File: src/source/wire_pkg.sv
// ********************
// wire game package
// shared codes, sizes and the layout and button event types
// ********************
package wire_pkg;

    // game states
    localparam logic [2:0] state_menu = 3'd0;
    localparam logic [2:0] state_play = 3'd1;
    localparam logic [2:0] state_lost = 3'd2;
    localparam logic [2:0] state_won  = 3'd3;

    // puzzle modes, only wire is played here
    localparam logic [2:0] mode_mod  = 3'd0;
    localparam logic [2:0] mode_maze = 3'd1;
    localparam logic [2:0] mode_wire = 3'd2;

    // one-hot button codes
    localparam logic [5:0] btn_select = 6'b000001;
    localparam logic [5:0] btn_up     = 6'b000010;
    localparam logic [5:0] btn_right  = 6'b000100;
    localparam logic [5:0] btn_down   = 6'b001000;
    localparam logic [5:0] btn_left   = 6'b010000;
    localparam logic [5:0] btn_back   = 6'b100000;
    localparam logic [5:0] btn_none   = 6'b000000;

    // wire colours
    localparam logic [2:0] col_red    = 3'd0;
    localparam logic [2:0] col_white  = 3'd1;
    localparam logic [2:0] col_yellow = 3'd2;
    localparam logic [2:0] col_blue   = 3'd3;
    localparam logic [2:0] col_black  = 3'd4;
    localparam logic [2:0] col_none   = 3'd5;  // unused position

    localparam int max_wires    = 6;
    localparam int strike_limit = 3;

    typedef struct packed {
        logic [2:0]      wire_num;  // 3 to 6
        logic [5:0][2:0] colors;    // position 0 in the low bits
    } wire_layout_t;

    typedef struct packed {
        logic       strobe;  // one-cycle event
        logic [5:0] code;    // one-hot button
    } button_evt_t;

endpackage

File: src/source/button_sync.sv
// ********************
// button synchroniser
// two-stage sync and rising-edge detect, one event per press
// ********************
`timescale 1ns/1ps

module button_sync (
    input  logic                 clk,
    input  logic                 nrst,
    input  logic [5:0]           buttons,  // raw, asynchronous
    output wire_pkg::button_evt_t btn_evt
);
    import wire_pkg::*;

    logic [5:0] sync1;   // first flop, may go metastable
    logic [5:0] sync2;   // stable copy
    logic [5:0] prev;    // sync2 one cycle ago
    logic [5:0] rise;    // newly pressed bits
    logic [5:0] lowest;  // lowest risen bit only

    assign rise   = sync2 & ~prev;
    assign lowest = rise & (~rise + 6'd1);  // isolate lowest set bit

    always_ff @(posedge clk) begin
        if (!nrst) begin
            sync1          <= 6'd0;
            sync2          <= 6'd0;
            prev           <= 6'd0;
            btn_evt.strobe <= 1'b0;
            btn_evt.code   <= btn_none;
        end else begin
            sync1          <= buttons;
            sync2          <= sync1;
            prev           <= sync2;
            btn_evt.strobe <= |rise;   // simultaneous presses give one event
            btn_evt.code   <= lowest;  // btn_none when nothing rose
        end
    end

endmodule

File: src/source/wire_layout_gen.sv
// ********************
// wire layout generator
// free-running lfsr sampled into a new layout at round start
// ********************
`timescale 1ns/1ps

module wire_layout_gen (
    input  logic                  clk,
    input  logic                  nrst,
    input  logic                  activate_rand,  // round start pulse
    output wire_pkg::wire_layout_t layout
);
    import wire_pkg::*;

    logic [23:0]  lfsr;       // x^24 + x^23 + x^22 + x^17 + 1
    logic         feedback;
    wire_layout_t nxt_layout;  // layout built from current lfsr
    logic [2:0]   raw_col;

    assign feedback = lfsr[23] ^ lfsr[22] ^ lfsr[21] ^ lfsr[16];

    always_comb begin
        nxt_layout.wire_num = 3'd3 + {1'b0, lfsr[1:0]};  // 3 to 6
        nxt_layout.colors   = '0;
        raw_col             = 3'd0;
        for (int i = 0; i < max_wires; i++) begin
            raw_col = lfsr[2 + 3 * i +: 3];
            if (3'(i) >= nxt_layout.wire_num) begin
                nxt_layout.colors[i] = col_none;              // no wire here
            end else if (raw_col > col_black) begin
                nxt_layout.colors[i] = raw_col - 3'd5;        // fold 5..7 onto 0..2
            end else begin
                nxt_layout.colors[i] = raw_col;
            end
        end
    end

    always_ff @(posedge clk) begin
        if (!nrst) begin
            lfsr            <= 24'h5ac3e1;  // any nonzero seed
            layout.wire_num <= 3'd3;
            layout.colors   <= {col_none, col_none, col_none, col_blue, col_white, col_red};
        end else begin
            lfsr <= {lfsr[22:0], feedback};  // runs every cycle
            if (activate_rand) begin
                layout <= nxt_layout;
            end
        end
    end

endmodule

File: src/source/wire_rule_solver.sv
// ********************
// wire rule solver
// colour rule table, names the position of the wire to cut
// ********************
`timescale 1ns/1ps

module wire_rule_solver (
    input  wire_pkg::wire_layout_t layout,
    output logic [2:0]            right_wire
);
    import wire_pkg::*;

    logic [2:0] n_red;      // colour counts over used positions
    logic [2:0] n_white;
    logic [2:0] n_yellow;
    logic [2:0] n_blue;
    logic [2:0] n_black;
    logic [2:0] last_red;   // highest position holding red
    logic [2:0] last_blue;  // highest position holding blue
    logic [2:0] last_pos;   // index of the last wire
    logic [2:0] last_col;   // colour of the last wire

    assign last_pos = layout.wire_num - 3'd1;
    assign last_col = layout.colors[last_pos];

    always_comb begin
        n_red     = 3'd0;
        n_white   = 3'd0;
        n_yellow  = 3'd0;
        n_blue    = 3'd0;
        n_black   = 3'd0;
        last_red  = 3'd0;
        last_blue = 3'd0;
        for (int i = 0; i < max_wires; i++) begin
            if (3'(i) < layout.wire_num) begin
                case (layout.colors[i])
                    col_red: begin
                        n_red    = n_red + 3'd1;
                        last_red = 3'(i);  // later positions overwrite
                    end
                    col_white:  n_white  = n_white + 3'd1;
                    col_yellow: n_yellow = n_yellow + 3'd1;
                    col_blue: begin
                        n_blue    = n_blue + 3'd1;
                        last_blue = 3'(i);
                    end
                    col_black:  n_black  = n_black + 3'd1;
                    default: ;
                endcase
            end
        end
    end

    always_comb begin
        right_wire = 3'd0;
        case (layout.wire_num)
            3'd3: begin
                if (n_red == 3'd0)                          right_wire = 3'd1;
                else if (last_col == col_white)             right_wire = last_pos;
                else if (n_blue > 3'd1)                     right_wire = last_blue;
                else                                        right_wire = last_pos;
            end
            3'd4: begin
                if (n_red > 3'd1)                           right_wire = last_red;
                else if (n_red == 3'd0 && last_col == col_yellow) right_wire = 3'd0;
                else if (n_blue == 3'd1)                    right_wire = 3'd0;
                else if (n_yellow > 3'd1)                   right_wire = last_pos;
                else                                        right_wire = 3'd1;
            end
            3'd5: begin
                if (last_col == col_black)                  right_wire = 3'd3;
                else if (n_red == 3'd1 && n_yellow > 3'd1)  right_wire = 3'd0;
                else if (n_black == 3'd0)                   right_wire = 3'd1;
                else                                        right_wire = 3'd0;
            end
            3'd6: begin
                if (n_yellow == 3'd0)                       right_wire = 3'd2;
                else if (n_yellow == 3'd1 && n_white > 3'd1) right_wire = 3'd3;
                else if (n_red == 3'd0)                     right_wire = last_pos;
                else                                        right_wire = 3'd3;
            end
            default: right_wire = 3'd0;  // wire_num out of range
        endcase
    end

endmodule

File: src/source/wire_cut_detector.sv
// ********************
// wire cut detector
// keeps the cut flags and judges each new cut
// ********************
`timescale 1ns/1ps

module wire_cut_detector (
    input  logic                              clk,
    input  logic                              nrst,
    input  logic                              activate_rand,  // new round, clear flags
    input  logic [2:0]                        game_state,
    input  logic [2:0]                        mode,
    input  wire_pkg::button_evt_t             btn_evt,
    input  logic [2:0]                        wire_pos,       // cursor
    input  logic [2:0]                        right_wire,     // from solver
    output logic [wire_pkg::max_wires-1:0]    wire_status,    // 1 means cut
    output logic                              wire_clear,     // right wire cut
    output logic                              wire_error      // wrong wire cut
);
    import wire_pkg::*;

    logic cut_req;  // select pressed while playing wires
    logic new_cut;  // target wire still uncut

    assign cut_req = (game_state == state_play) && (mode == mode_wire) &&
                     btn_evt.strobe && (btn_evt.code == btn_select);
    assign new_cut = cut_req && !wire_status[wire_pos];  // re-cut is ignored

    assign wire_clear = new_cut && (wire_pos == right_wire);
    assign wire_error = new_cut && (wire_pos != right_wire);

    always_ff @(posedge clk) begin
        if (!nrst) begin
            wire_status <= '0;
        end else if (activate_rand) begin
            wire_status <= '0;  // fresh layout
        end else if (new_cut) begin
            wire_status[wire_pos] <= 1'b1;
        end
    end

endmodule

File: src/source/wire_cursor.sv
// ********************
// wire cursor
// selected wire position, wraps within the wire count
// ********************
`timescale 1ns/1ps

module wire_cursor (
    input  logic                  clk,
    input  logic                  nrst,
    input  logic                  activate_rand,
    input  logic [2:0]            game_state,
    input  logic [2:0]            mode,
    input  wire_pkg::button_evt_t btn_evt,
    input  wire_pkg::wire_layout_t layout,
    output logic [2:0]            wire_pos
);
    import wire_pkg::*;

    logic [2:0] last_pos;  // highest valid position
    logic       move_ok;   // cursor keys are live

    assign last_pos = layout.wire_num - 3'd1;
    assign move_ok  = (game_state == state_play) && (mode == mode_wire) && btn_evt.strobe;

    always_ff @(posedge clk) begin
        if (!nrst) begin
            wire_pos <= 3'd0;
        end else if (activate_rand) begin
            wire_pos <= 3'd0;  // new round starts at the first wire
        end else if (move_ok) begin
            case (btn_evt.code)
                btn_right: wire_pos <= (wire_pos == last_pos) ? 3'd0 : wire_pos + 3'd1;
                btn_left:  wire_pos <= (wire_pos == 3'd0) ? last_pos : wire_pos - 3'd1;
                default: ;
            endcase
        end
    end

endmodule

File: src/source/game_fsm.sv
// ********************
// game state machine
// menu, play, won and lost with the strike count
// ********************
`timescale 1ns/1ps

module game_fsm (
    input  logic                  clk,
    input  logic                  nrst,
    input  wire_pkg::button_evt_t btn_evt,
    input  logic                  wire_clear,
    input  logic                  wire_error,
    output logic [2:0]            game_state,
    output logic [1:0]            strikes,
    output logic                  activate_rand  // pulse on menu to play
);
    import wire_pkg::*;

    logic press_select;
    logic press_back;

    assign press_select = btn_evt.strobe && (btn_evt.code == btn_select);
    assign press_back   = btn_evt.strobe && (btn_evt.code == btn_back);

    always_ff @(posedge clk) begin
        if (!nrst) begin
            game_state    <= state_menu;
            strikes       <= 2'd0;
            activate_rand <= 1'b0;
        end else begin
            activate_rand <= 1'b0;  // default low, single-cycle pulse
            case (game_state)
                state_menu: if (press_select) begin
                    game_state    <= state_play;
                    strikes       <= 2'd0;
                    activate_rand <= 1'b1;  // ask for a fresh layout
                end
                state_play: begin
                    if (wire_clear) begin
                        game_state <= state_won;
                    end else if (wire_error) begin
                        strikes <= strikes + 2'd1;
                        if (strikes == 2'(strike_limit - 1))
                            game_state <= state_lost;  // last strike
                    end
                end
                state_won, state_lost: if (press_back) game_state <= state_menu;
                default: game_state <= state_menu;  // unused codes recover
            endcase
        end
    end

endmodule

File: src/source/wire_game_top.sv
// ********************
// wire game top
// buttons in, wire puzzle state out
// ********************
`timescale 1ns/1ps

module wire_game_top (
    input  logic                               clk,
    input  logic                               nrst,
    input  logic [5:0]                         buttons,  // raw buttons
    input  logic [2:0]                         mode,     // puzzle select
    output wire_pkg::wire_layout_t             layout,
    output logic [2:0]                         wire_pos,
    output logic [wire_pkg::max_wires-1:0]     wire_status,
    output logic [2:0]                         game_state,
    output logic [1:0]                         strikes,
    output logic                               wire_clear,
    output logic                               wire_error
);
    import wire_pkg::*;

    button_evt_t btn_evt;        // synced button event
    logic        activate_rand;  // round start
    logic [2:0]  right_wire;     // solver answer

    button_sync u_button_sync (
        .clk(clk), .nrst(nrst), .buttons(buttons), .btn_evt(btn_evt)
    );

    game_fsm u_game_fsm (
        .clk(clk), .nrst(nrst), .btn_evt(btn_evt),
        .wire_clear(wire_clear), .wire_error(wire_error),
        .game_state(game_state), .strikes(strikes), .activate_rand(activate_rand)
    );

    wire_layout_gen u_wire_layout_gen (
        .clk(clk), .nrst(nrst), .activate_rand(activate_rand), .layout(layout)
    );

    wire_rule_solver u_wire_rule_solver (.layout(layout), .right_wire(right_wire));

    wire_cursor u_wire_cursor (
        .clk(clk), .nrst(nrst), .activate_rand(activate_rand), .game_state(game_state),
        .mode(mode), .btn_evt(btn_evt), .layout(layout), .wire_pos(wire_pos)
    );

    wire_cut_detector u_wire_cut_detector (
        .clk(clk), .nrst(nrst), .activate_rand(activate_rand), .game_state(game_state),
        .mode(mode), .btn_evt(btn_evt), .wire_pos(wire_pos), .right_wire(right_wire),
        .wire_status(wire_status), .wire_clear(wire_clear), .wire_error(wire_error)
    );

endmodule

File: config.mk
export PLATFORM = sky130hd
export DESIGN_NAME = wire_game_top
export DESIGN_NICKNAME = d
export VERILOG_FILES = /design/src/source/wire_pkg.sv /design/src/source/button_sync.sv /design/src/source/wire_layout_gen.sv /design/src/source/wire_rule_solver.sv /design/src/source/wire_cut_detector.sv /design/src/source/wire_cursor.sv /design/src/source/game_fsm.sv /design/src/source/wire_game_top.sv
export SDC_FILE = /design/constraint.sdc
export NUM_CORES = 1
export LEC_CHECK = 0
export BUFFER_PORTS_ARGS = -buffer_cell sky130_fd_sc_hd__buf_2
export CORE_ASPECT_RATIO = 0.7
export CORE_MARGIN = 1.5
export CORE_UTILIZATION = 42
export CTS_CLUSTER_DIAMETER = 200
export DETAILED_ROUTE_END_ITERATION = 16
export PLACE_DENSITY = 0.61
export SYNTH_ARGS = -nofsm -noshare
export SYNTH_HDL_FRONTEND = slang
export SYNTH_HIERARCHICAL = 1
export SYNTH_SLANG_ARGS = --single-unit
export TNS_END_PERCENT = 5
File: constraint.sdc
create_clock -name clk -period 7.1 [get_ports clk]
set_clock_uncertainty 0.2 [all_clocks]
set_input_delay 0.71 -clock clk [delete_from_list [all_inputs] [get_ports clk]]
set_output_delay 0.71 -clock clk [all_outputs]
set_load 0.005 [all_outputs]
Word level (Yosys, flattened, before mapping)

Cells that the tools add are included.

Word-level logic and storage cells: 300
Bits in registers: 85
Bits of input ports: 11
Output and inout bits: 37

Bitwise logic cells: 9
Equal/unequal tests: 52
Order comparisons: 25
Add/subtract/negate cells: 37
Reduce and logical (&&, ||, !) cells: 33
Multiplexer cells: 126

Operators by type and width:

| operator                                                                         | count |
|---|---|
| 3-bit two-way mux                                                                | 105 |
| 3-bit by 1-bit adder with 3-bit output (second input constant)                   | 26 |
| 3-bit by 2-bit == test with 1-bit output (second input constant)                 | 17 |
| 3-bit by 1-bit == test with 1-bit output (second input constant)                 | 11 |
| 3-bit zero test                                                                  | 11 |
| 3-bit == test (second input constant)                                            | 10 |
| 3-bit greater-than comparator (second input constant)                            | 6 |
| 3-bit subtractor (second input constant)                                         | 6 |
| 6-bit bitwise AND                                                                | 2 |
| 3-bit by 1-bit greater-than comparator with 1-bit output (second input constant) | 4 |
| 1-bit logical AND                                                                | 12 |
| 6-bit inverter                                                                   | 2 |
| 3-bit one-hot mux with 4 select lines                                            | 1 |
| 1-bit two-way mux                                                                | 11 |
| 3-bit binary-select mux with 3-bit select                                        | 1 |
| 3-bit one-hot mux with 3 select lines                                            | 1 |
| 3-bit by 4-bit less-than comparator with 1-bit output (second input constant)    | 2 |
| 4-bit AND reduction                                                              | 2 |
| 6-bit by 1-bit adder with 6-bit output (second input constant)                   | 1 |
| 3-bit == test                                                                    | 2 |
| 6-bit by 1-bit == test with 1-bit output (second input constant)                 | 1 |
| 6-bit by 3-bit == test with 1-bit output (second input constant)                 | 1 |
| 6-bit by 5-bit == test with 1-bit output (second input constant)                 | 1 |
| 6-bit == test (second input constant)                                            | 1 |
| other kinds (29)                                                                 | 45 |

Longest topological paths before layout

Word-level depth: 29
Gate-level depth with buffers: 30
Mapped depth without buffers: 28

Modules after synthesis

The synthesis kept the hierarchy.

By module, submodules not included:

| module            | area an instance (µm²) | seq. area each (µm²) | cells an instance | instances |
|---|---|---|---|---|
| wire_rule_solver  | 2165.8                 | 0.0                  | 280               | 1 |
| wire_layout_gen   | 1991.9                 | 900.9                | 201               | 1 |
| button_sync       | 812.0                  | 500.5                | 63                | 1 |
| wire_cut_detector | 399.1                  | 120.1                | 44                | 1 |
| wire_cursor       | 390.4                  | 60.1                 | 45                | 1 |
| game_fsm          | 299.0                  | 100.1                | 34                | 1 |

Worst setup path before layout

Ideal clock, no wire load.

Path type: reg-to-reg
Start: register u_wire_layout_gen/layout[20] (netlist name)
End: register u_game_fsm.strikes[1]
Arrival: 6.559 ns
Period minus slack after synthesis: 6.833 ns
Cell stages (with the launch flop): 31
Buffers on the path: 3
Path slack: 0.267 ns
Library setup time: 0.074 ns
Cells stage by stage: dfxtp_1 buf_4 clkbuf_1 nor3_1 or2_2 nor3_1 ha_1 a22o_1 ha_1 or4b_1 o21ai_0 ha_1 nor2_1 nor2_1 ha_1 nand2_1 o31ai_2 ha_1 xor3_1 o32ai_4 and2_1 buf_2 a2111oi_2 o32ai_1 nand4_1 xnor2_1 nand3_1 nor3b_1 nand3b_1 or3_1 a31oi_1

Word-level cells in the longest chain between the ends: 27

RTL lines:

| what                                                  | RTL line                | RTL |
|---|---|---|
| 1-bit by 3-bit less-than comparator with 1-bit output | wire_rule_solver.sv:35  | `if (3'(i) < layout.wire_num) begin` |
| 3-bit two-way mux                                     | wire_rule_solver.sv:35  |  |
| 3-bit by 1-bit adder with 3-bit output                | wire_rule_solver.sv:42  | `col_yellow: n_yellow = n_yellow + 3'd1;` |
| 3-bit two-way mux                                     | wire_rule_solver.sv:36  | `case (layout.colors[i])` |
| 3-bit two-way mux                                     | wire_rule_solver.sv:35  |  |
| 3-bit by 1-bit adder with 3-bit output                | wire_rule_solver.sv:42  |  |
| 3-bit two-way mux                                     | wire_rule_solver.sv:36  |  |
| 3-bit two-way mux                                     | wire_rule_solver.sv:35  |  |
| [13 not listed]                                       | -                       |  |
| 3-bit two-way mux                                     | wire_rule_solver.sv:64  | `if (n_red > 3'd1) right_wire = last_red;` |
| 3-bit one-hot mux with 4 select lines (*)             | wire_rule_solver.sv:56  | `case (layout.wire_num)` |
| net right_wire[1]                                     | wire_game_top.sv:24     | `logic [2:0] right_wire;` |
| 3-bit inequality test (*)                             | wire_cut_detector.sv:30 | `assign wire_error = new_cut && (wire_pos != right_wire);` |
| 1-bit logical AND (*)                                 | wire_cut_detector.sv:30 |  |
| net wire_error                                        | wire_game_top.sv:18     | `output logic wire_error` |
| 2-bit inequality test (no line) (*)                   | -                       |  |
| 4-bit AND reduction (no line) (*)                     | -                       |  |
| to (signal assigned)                                  | game_fsm.sv:42          | `strikes <= strikes + 2'd1;` |
| to (decl)                                             | game_fsm.sv:14          | `output logic [1:0] strikes,` |

Mark *: on every way through the listed nets, which the timed path passes. The rest lies on a longest branch. The select of a mux whose other input is x is not followed.
A chain may end at the register's enable or synchronous reset.

Worst setup path after layout

Start: register u_wire_layout_gen/layout[18] (netlist name)
End: output wire_error

Word-level cells in the longest chain between the ends: 25

RTL lines:

| what                                                  | RTL line                | RTL |
|---|---|---|
| 1-bit by 3-bit less-than comparator with 1-bit output | wire_rule_solver.sv:35  |  |
| 3-bit two-way mux                                     | wire_rule_solver.sv:35  |  |
| 3-bit by 1-bit adder with 3-bit output                | wire_rule_solver.sv:42  |  |
| 3-bit two-way mux                                     | wire_rule_solver.sv:36  |  |
| 3-bit two-way mux                                     | wire_rule_solver.sv:35  |  |
| 3-bit by 1-bit adder with 3-bit output                | wire_rule_solver.sv:42  |  |
| 3-bit two-way mux                                     | wire_rule_solver.sv:36  |  |
| 3-bit two-way mux                                     | wire_rule_solver.sv:35  |  |
| [10 not listed]                                       | -                       |  |
| 3-bit two-way mux                                     | wire_rule_solver.sv:67  | `else if (n_yellow > 3'd1) right_wire = last_pos;` |
| 3-bit two-way mux                                     | wire_rule_solver.sv:66  | `else if (n_blue == 3'd1) right_wire = 3'd0;` |
| 3-bit two-way mux                                     | wire_rule_solver.sv:65  | `else if (n_red == 3'd0 && last_col == col_yellow) right_wire = 3'd0;` |
| 3-bit two-way mux                                     | wire_rule_solver.sv:64  |  |
| 3-bit one-hot mux with 4 select lines (*)             | wire_rule_solver.sv:56  |  |
| net right_wire[1]                                     | wire_game_top.sv:24     |  |
| 3-bit inequality test (*)                             | wire_cut_detector.sv:30 |  |
| 1-bit logical AND (*)                                 | wire_cut_detector.sv:30 |  |
| to (decl)                                             | wire_game_top.sv:18     |  |

Marks and branches as above.

==> results by group <==
Yosys
  • Post-synthesis async set-or-reset flop share: 0
  • Post-synthesis mux area share: 0.0310
  • Post-synth EDFFs: 0
  • Mean Syn Cell Area: between 9 and 10 um2
  • XOR/XNOR share of the synthesized area: 0.0903
  • Synthesized instance count: roughly 670
  • Complex-gate fraction of the synthesized area: 0.141
  • Ys flop type: dfxtp_1
  • Simple-gate portion of the synthesized area: 0.288
  • Main combinational cell family by area after synthesis: simple AND/OR/NAND/NOR gates
  • Syn. warnings: 6
  • Post-synthesis adder-cell area fraction: 0.118
  • Post-synth net total: 735
  • Sequential share of the synthesized area: 0.278
  • Yosys reg bits: 84
  • Synthesized cell area: 6060 um2
  • Yosys cell types: 100

Setup path
  • Crit path largest cell delay: 0.46 ns
  • Critical path startpoint category: register
  • Reg-to-reg slack, setup: roughly 0.80 ns
  • Crit. End Element: output pin
  • Worst EP required: just over 6 ns
  • CP dominant cell by count: ha_1
  • Worst-path fanout max: 8
  • Critical-path top delay cell: or4b_1
  • WS Path Type: register to output pin
  • WP data arrival: 5.86 ns

Floorplanning
  • Initial Util: 0.432
  • Core box area: 14,000 um2
  • Die ar.: around 15,000 um2
  • Top Ports: 48
  • Die X: 147 um
  • Row count: 36
  • Die Height: 103 um

Clock network
  • Skew-Pair Late Insertion Delay: 0.34 ns
  • CTS Sinks: 84
  • Clock tree from TritonCTS: done
  • Clk buf depth: 2
  • Total CTS buffers: 9
  • Root buffer cell: clkbuf_16
  • H-tree Lvls: 3
  • Clk slew on worst S/H paths: 0.06 ns

Layout
  • Most frequent cells in the layout: dfxtp_1 (84), nand2_1 (61), ha_1 (56)
  • Multi-input gate area: 4120 um2
  • Filler Cell Count: around 1,300
  • ANT cells: 0
  • Area grow syn2layout: 12.7%
  • Layout cells sized above 1: 0.190
  • Reg area: approximately 1700 um2
  • Commonest non-fill, non-tap cell in the layout: dfxtp_1
  • Layout Cells excl Fill: 904
  • Final instance area: 6830 um2
  • Final nets: just under 800

Global route
  • Met2 Use GR: 0.310
  • Vias in the first global route: between 4,000 and 5,000
  • First-pass GRT wire length: about 24,000 um
  • Total track usage: 0.198
  • Initial antenna violation count: 0
  • Grt total ovfl: 0
  • Most used routing layer: met2
  • M1 GR Usage: 0.274
  • Largest net degree at the start of global routing: 76
  • M3 GR Usage: 0.0412

STA
  • Final period utilization: 0.953
  • Fmax achieved: 0.148 GHz
  • Final Setup Violations: 0
  • Final Hold Fails: 0
  • RSZ-0062 raised after global routing: yes
  • Slew HR: 0.405
  • Min Hold Slack: 0.228 ns
  • Final Slew Violations: 0
  • Worst slew pin tran: 0.885 ns
  • Final min period: 6.77 ns

Job
  • Max Cap Viol: 0

Routing
  • DRC: 0
  • Number of iterations in the first detailed-routing pass: 5
  • Vias per Instance: 5.47
  • Drt wl/cell: 16.0 um
  • DRT Wirelength: between 10,000 and 15,000 um
  • ANT nets after route: 0
  • Initial DRC count: 277
  • Via count: 4,946

Placed design
  • GPL Wtd Cong: 0.893
  • Port Buffers: between 40 and 50
  • DP Area: 6450 um2
  • Dpl hpwl: between 10,000 and 15,000 um
  • Dpl cells: 887

Power
  • Leak: 2.94 nW
  • Pwr dens: 156 nW/um2
  • Max VDD drop: between 0.1 and 0.15 mV

Outcome
  • Result of the run: completed

Hold path
  • Worst hold path class: register to register
[critical path, delay by kind of cell, from the launching register on]
family                     cells  cell delay (ns)
adders and majority gates      5             1.30
and+or+nand+nor               11             2.02
xor gates and xnor gates       2             0.59
buffers and inverters          1             0.15
DFF                            1             0.37
AOI/OAI and AO/OA              6             1.10
[cells in the mapped netlist, types with 6 or more instances]
cell | count | share of area
inv_1 | 43 | 0.027
nand4_1 | 7 | 0.0072
nor2_1 | 39 | 0.024
nor3_1 | 16 | 0.013
dfxtp_1 | 84 | 0.28
nand2_1 | 61 | 0.038
nand3b_1 | 10 | 0.012
xnor2_1 | 21 | 0.030
mux2i_1 | 6 | 0.0099
a21oi_1 | 8 | 0.0066
clkbuf_1 | 9 | 0.0056
ha_1 | 57 | 0.12
nand3_1 | 14 | 0.012
nand2b_1 | 17 | 0.018
xor2_1 | 23 | 0.033
a32o_1 | 6 | 0.0099
and2_1 | 33 | 0.034
nor2b_1 | 13 | 0.013
o21a_1 | 8 | 0.0099
buf_2 | 9 | 0.0074
o21ai_0 | 20 | 0.017
a31oi_1 | 7 | 0.0072
nor3b_1 | 8 | 0.0099
or3_1 | 8 | 0.0083
[where the power goes]
group	total [mW]	switching, mW	leakage, nW	internal, mW
clock network	0.478	0.193	0.147	0.285
logic	0.0862	0.0477	2.11	0.0384
registers	0.499	0.0132	0.687	0.486
[flip-flops by register name, summed over array words and instances, names as in the netlist]
register / count
u_wire_layout_gen/lfsr: 24
u_game_fsm/activate_rand: 1
u_wire_cursor/wire_pos: 3
u_button_sync/sync2: 6
u_game_fsm/strikes: 2
u_button_sync/btn_evt: 7
u_wire_layout_gen/layout: 21
u_game_fsm/game_state: 2
u_wire_cut_detector/wire_status: 6
u_button_sync/sync1: 6
u_button_sync/prev: 6
[metrics by stage]
stage / setup WS, ns / power, mW / setup TNS [ns] / util
after floorplan: 0.267 / 0.574 / 0 / -
after global placement: 0.495 / 0.591 / 0 / 0.461
after detailed placement: 0.271 / 0.594 / 0 / 0.461
after CTS: 0.00902 / 1.07 / 0 / 0.483
after global routing: -0.00969 / 1.11 / -0.0154 / 0.487
final: 0.331 / 1.06 / 0 / 0.487
[metal layers]
layer	routed length, um	vias to the layer above
li1	-	2439
met3	699	22
met5	0	-
met2	6380	132
met1	7090	2353
met4	295	0
[path summary, 6_finish.rpt]
check                           endpoint  cells past startpoint                    startpoint
setup / recovery              wire_error                     25  u_wire_layout_gen/layout[18]
hold / removal    u_button_sync/sync2[2]                      1        u_button_sync/sync1[2]
setup reg to reg   u_game_fsm/strikes[0]                     27  u_wire_layout_gen/layout[18]
hold reg to reg   u_button_sync/sync2[2]                      1        u_button_sync/sync1[2]
[cell type report]
class / instances / area share
Clock buffer: 12 / 0.0361
Clock inverter: 4 / 0.00824
Inverter: 44 / 0.0242
Multi-Input combinational cell: 512 / 0.603
Sequential cell: 84 / 0.246
Tap cell: 190 / 0.0348
Timing Repair Buffer: 58 / 0.0475
[repair_timing]
action                     4_1_cts  5_1_grt
setup endpoints to repair        2        2
hold buffers                     0        0
resized for setup                3       14
setup buffers                    0        1
pin swaps                        0        4
[logic make-up (layout without fill, tap and decap cells)]
logic type / Yosys count / in the layout
other: 1 / 1
AND/OR/NAND/NOR: 281 / 281
adder cells (fa/ha/maj): 57 / 57
multiplexers: 14 / 14
AO/OA/AOI/OAI: 108 / 108
XOR/XNOR: 51 / 51
flip-flops: 84 / 84
buffers and inverters: 71 / 118
Power figures use the tool's default switching activity.
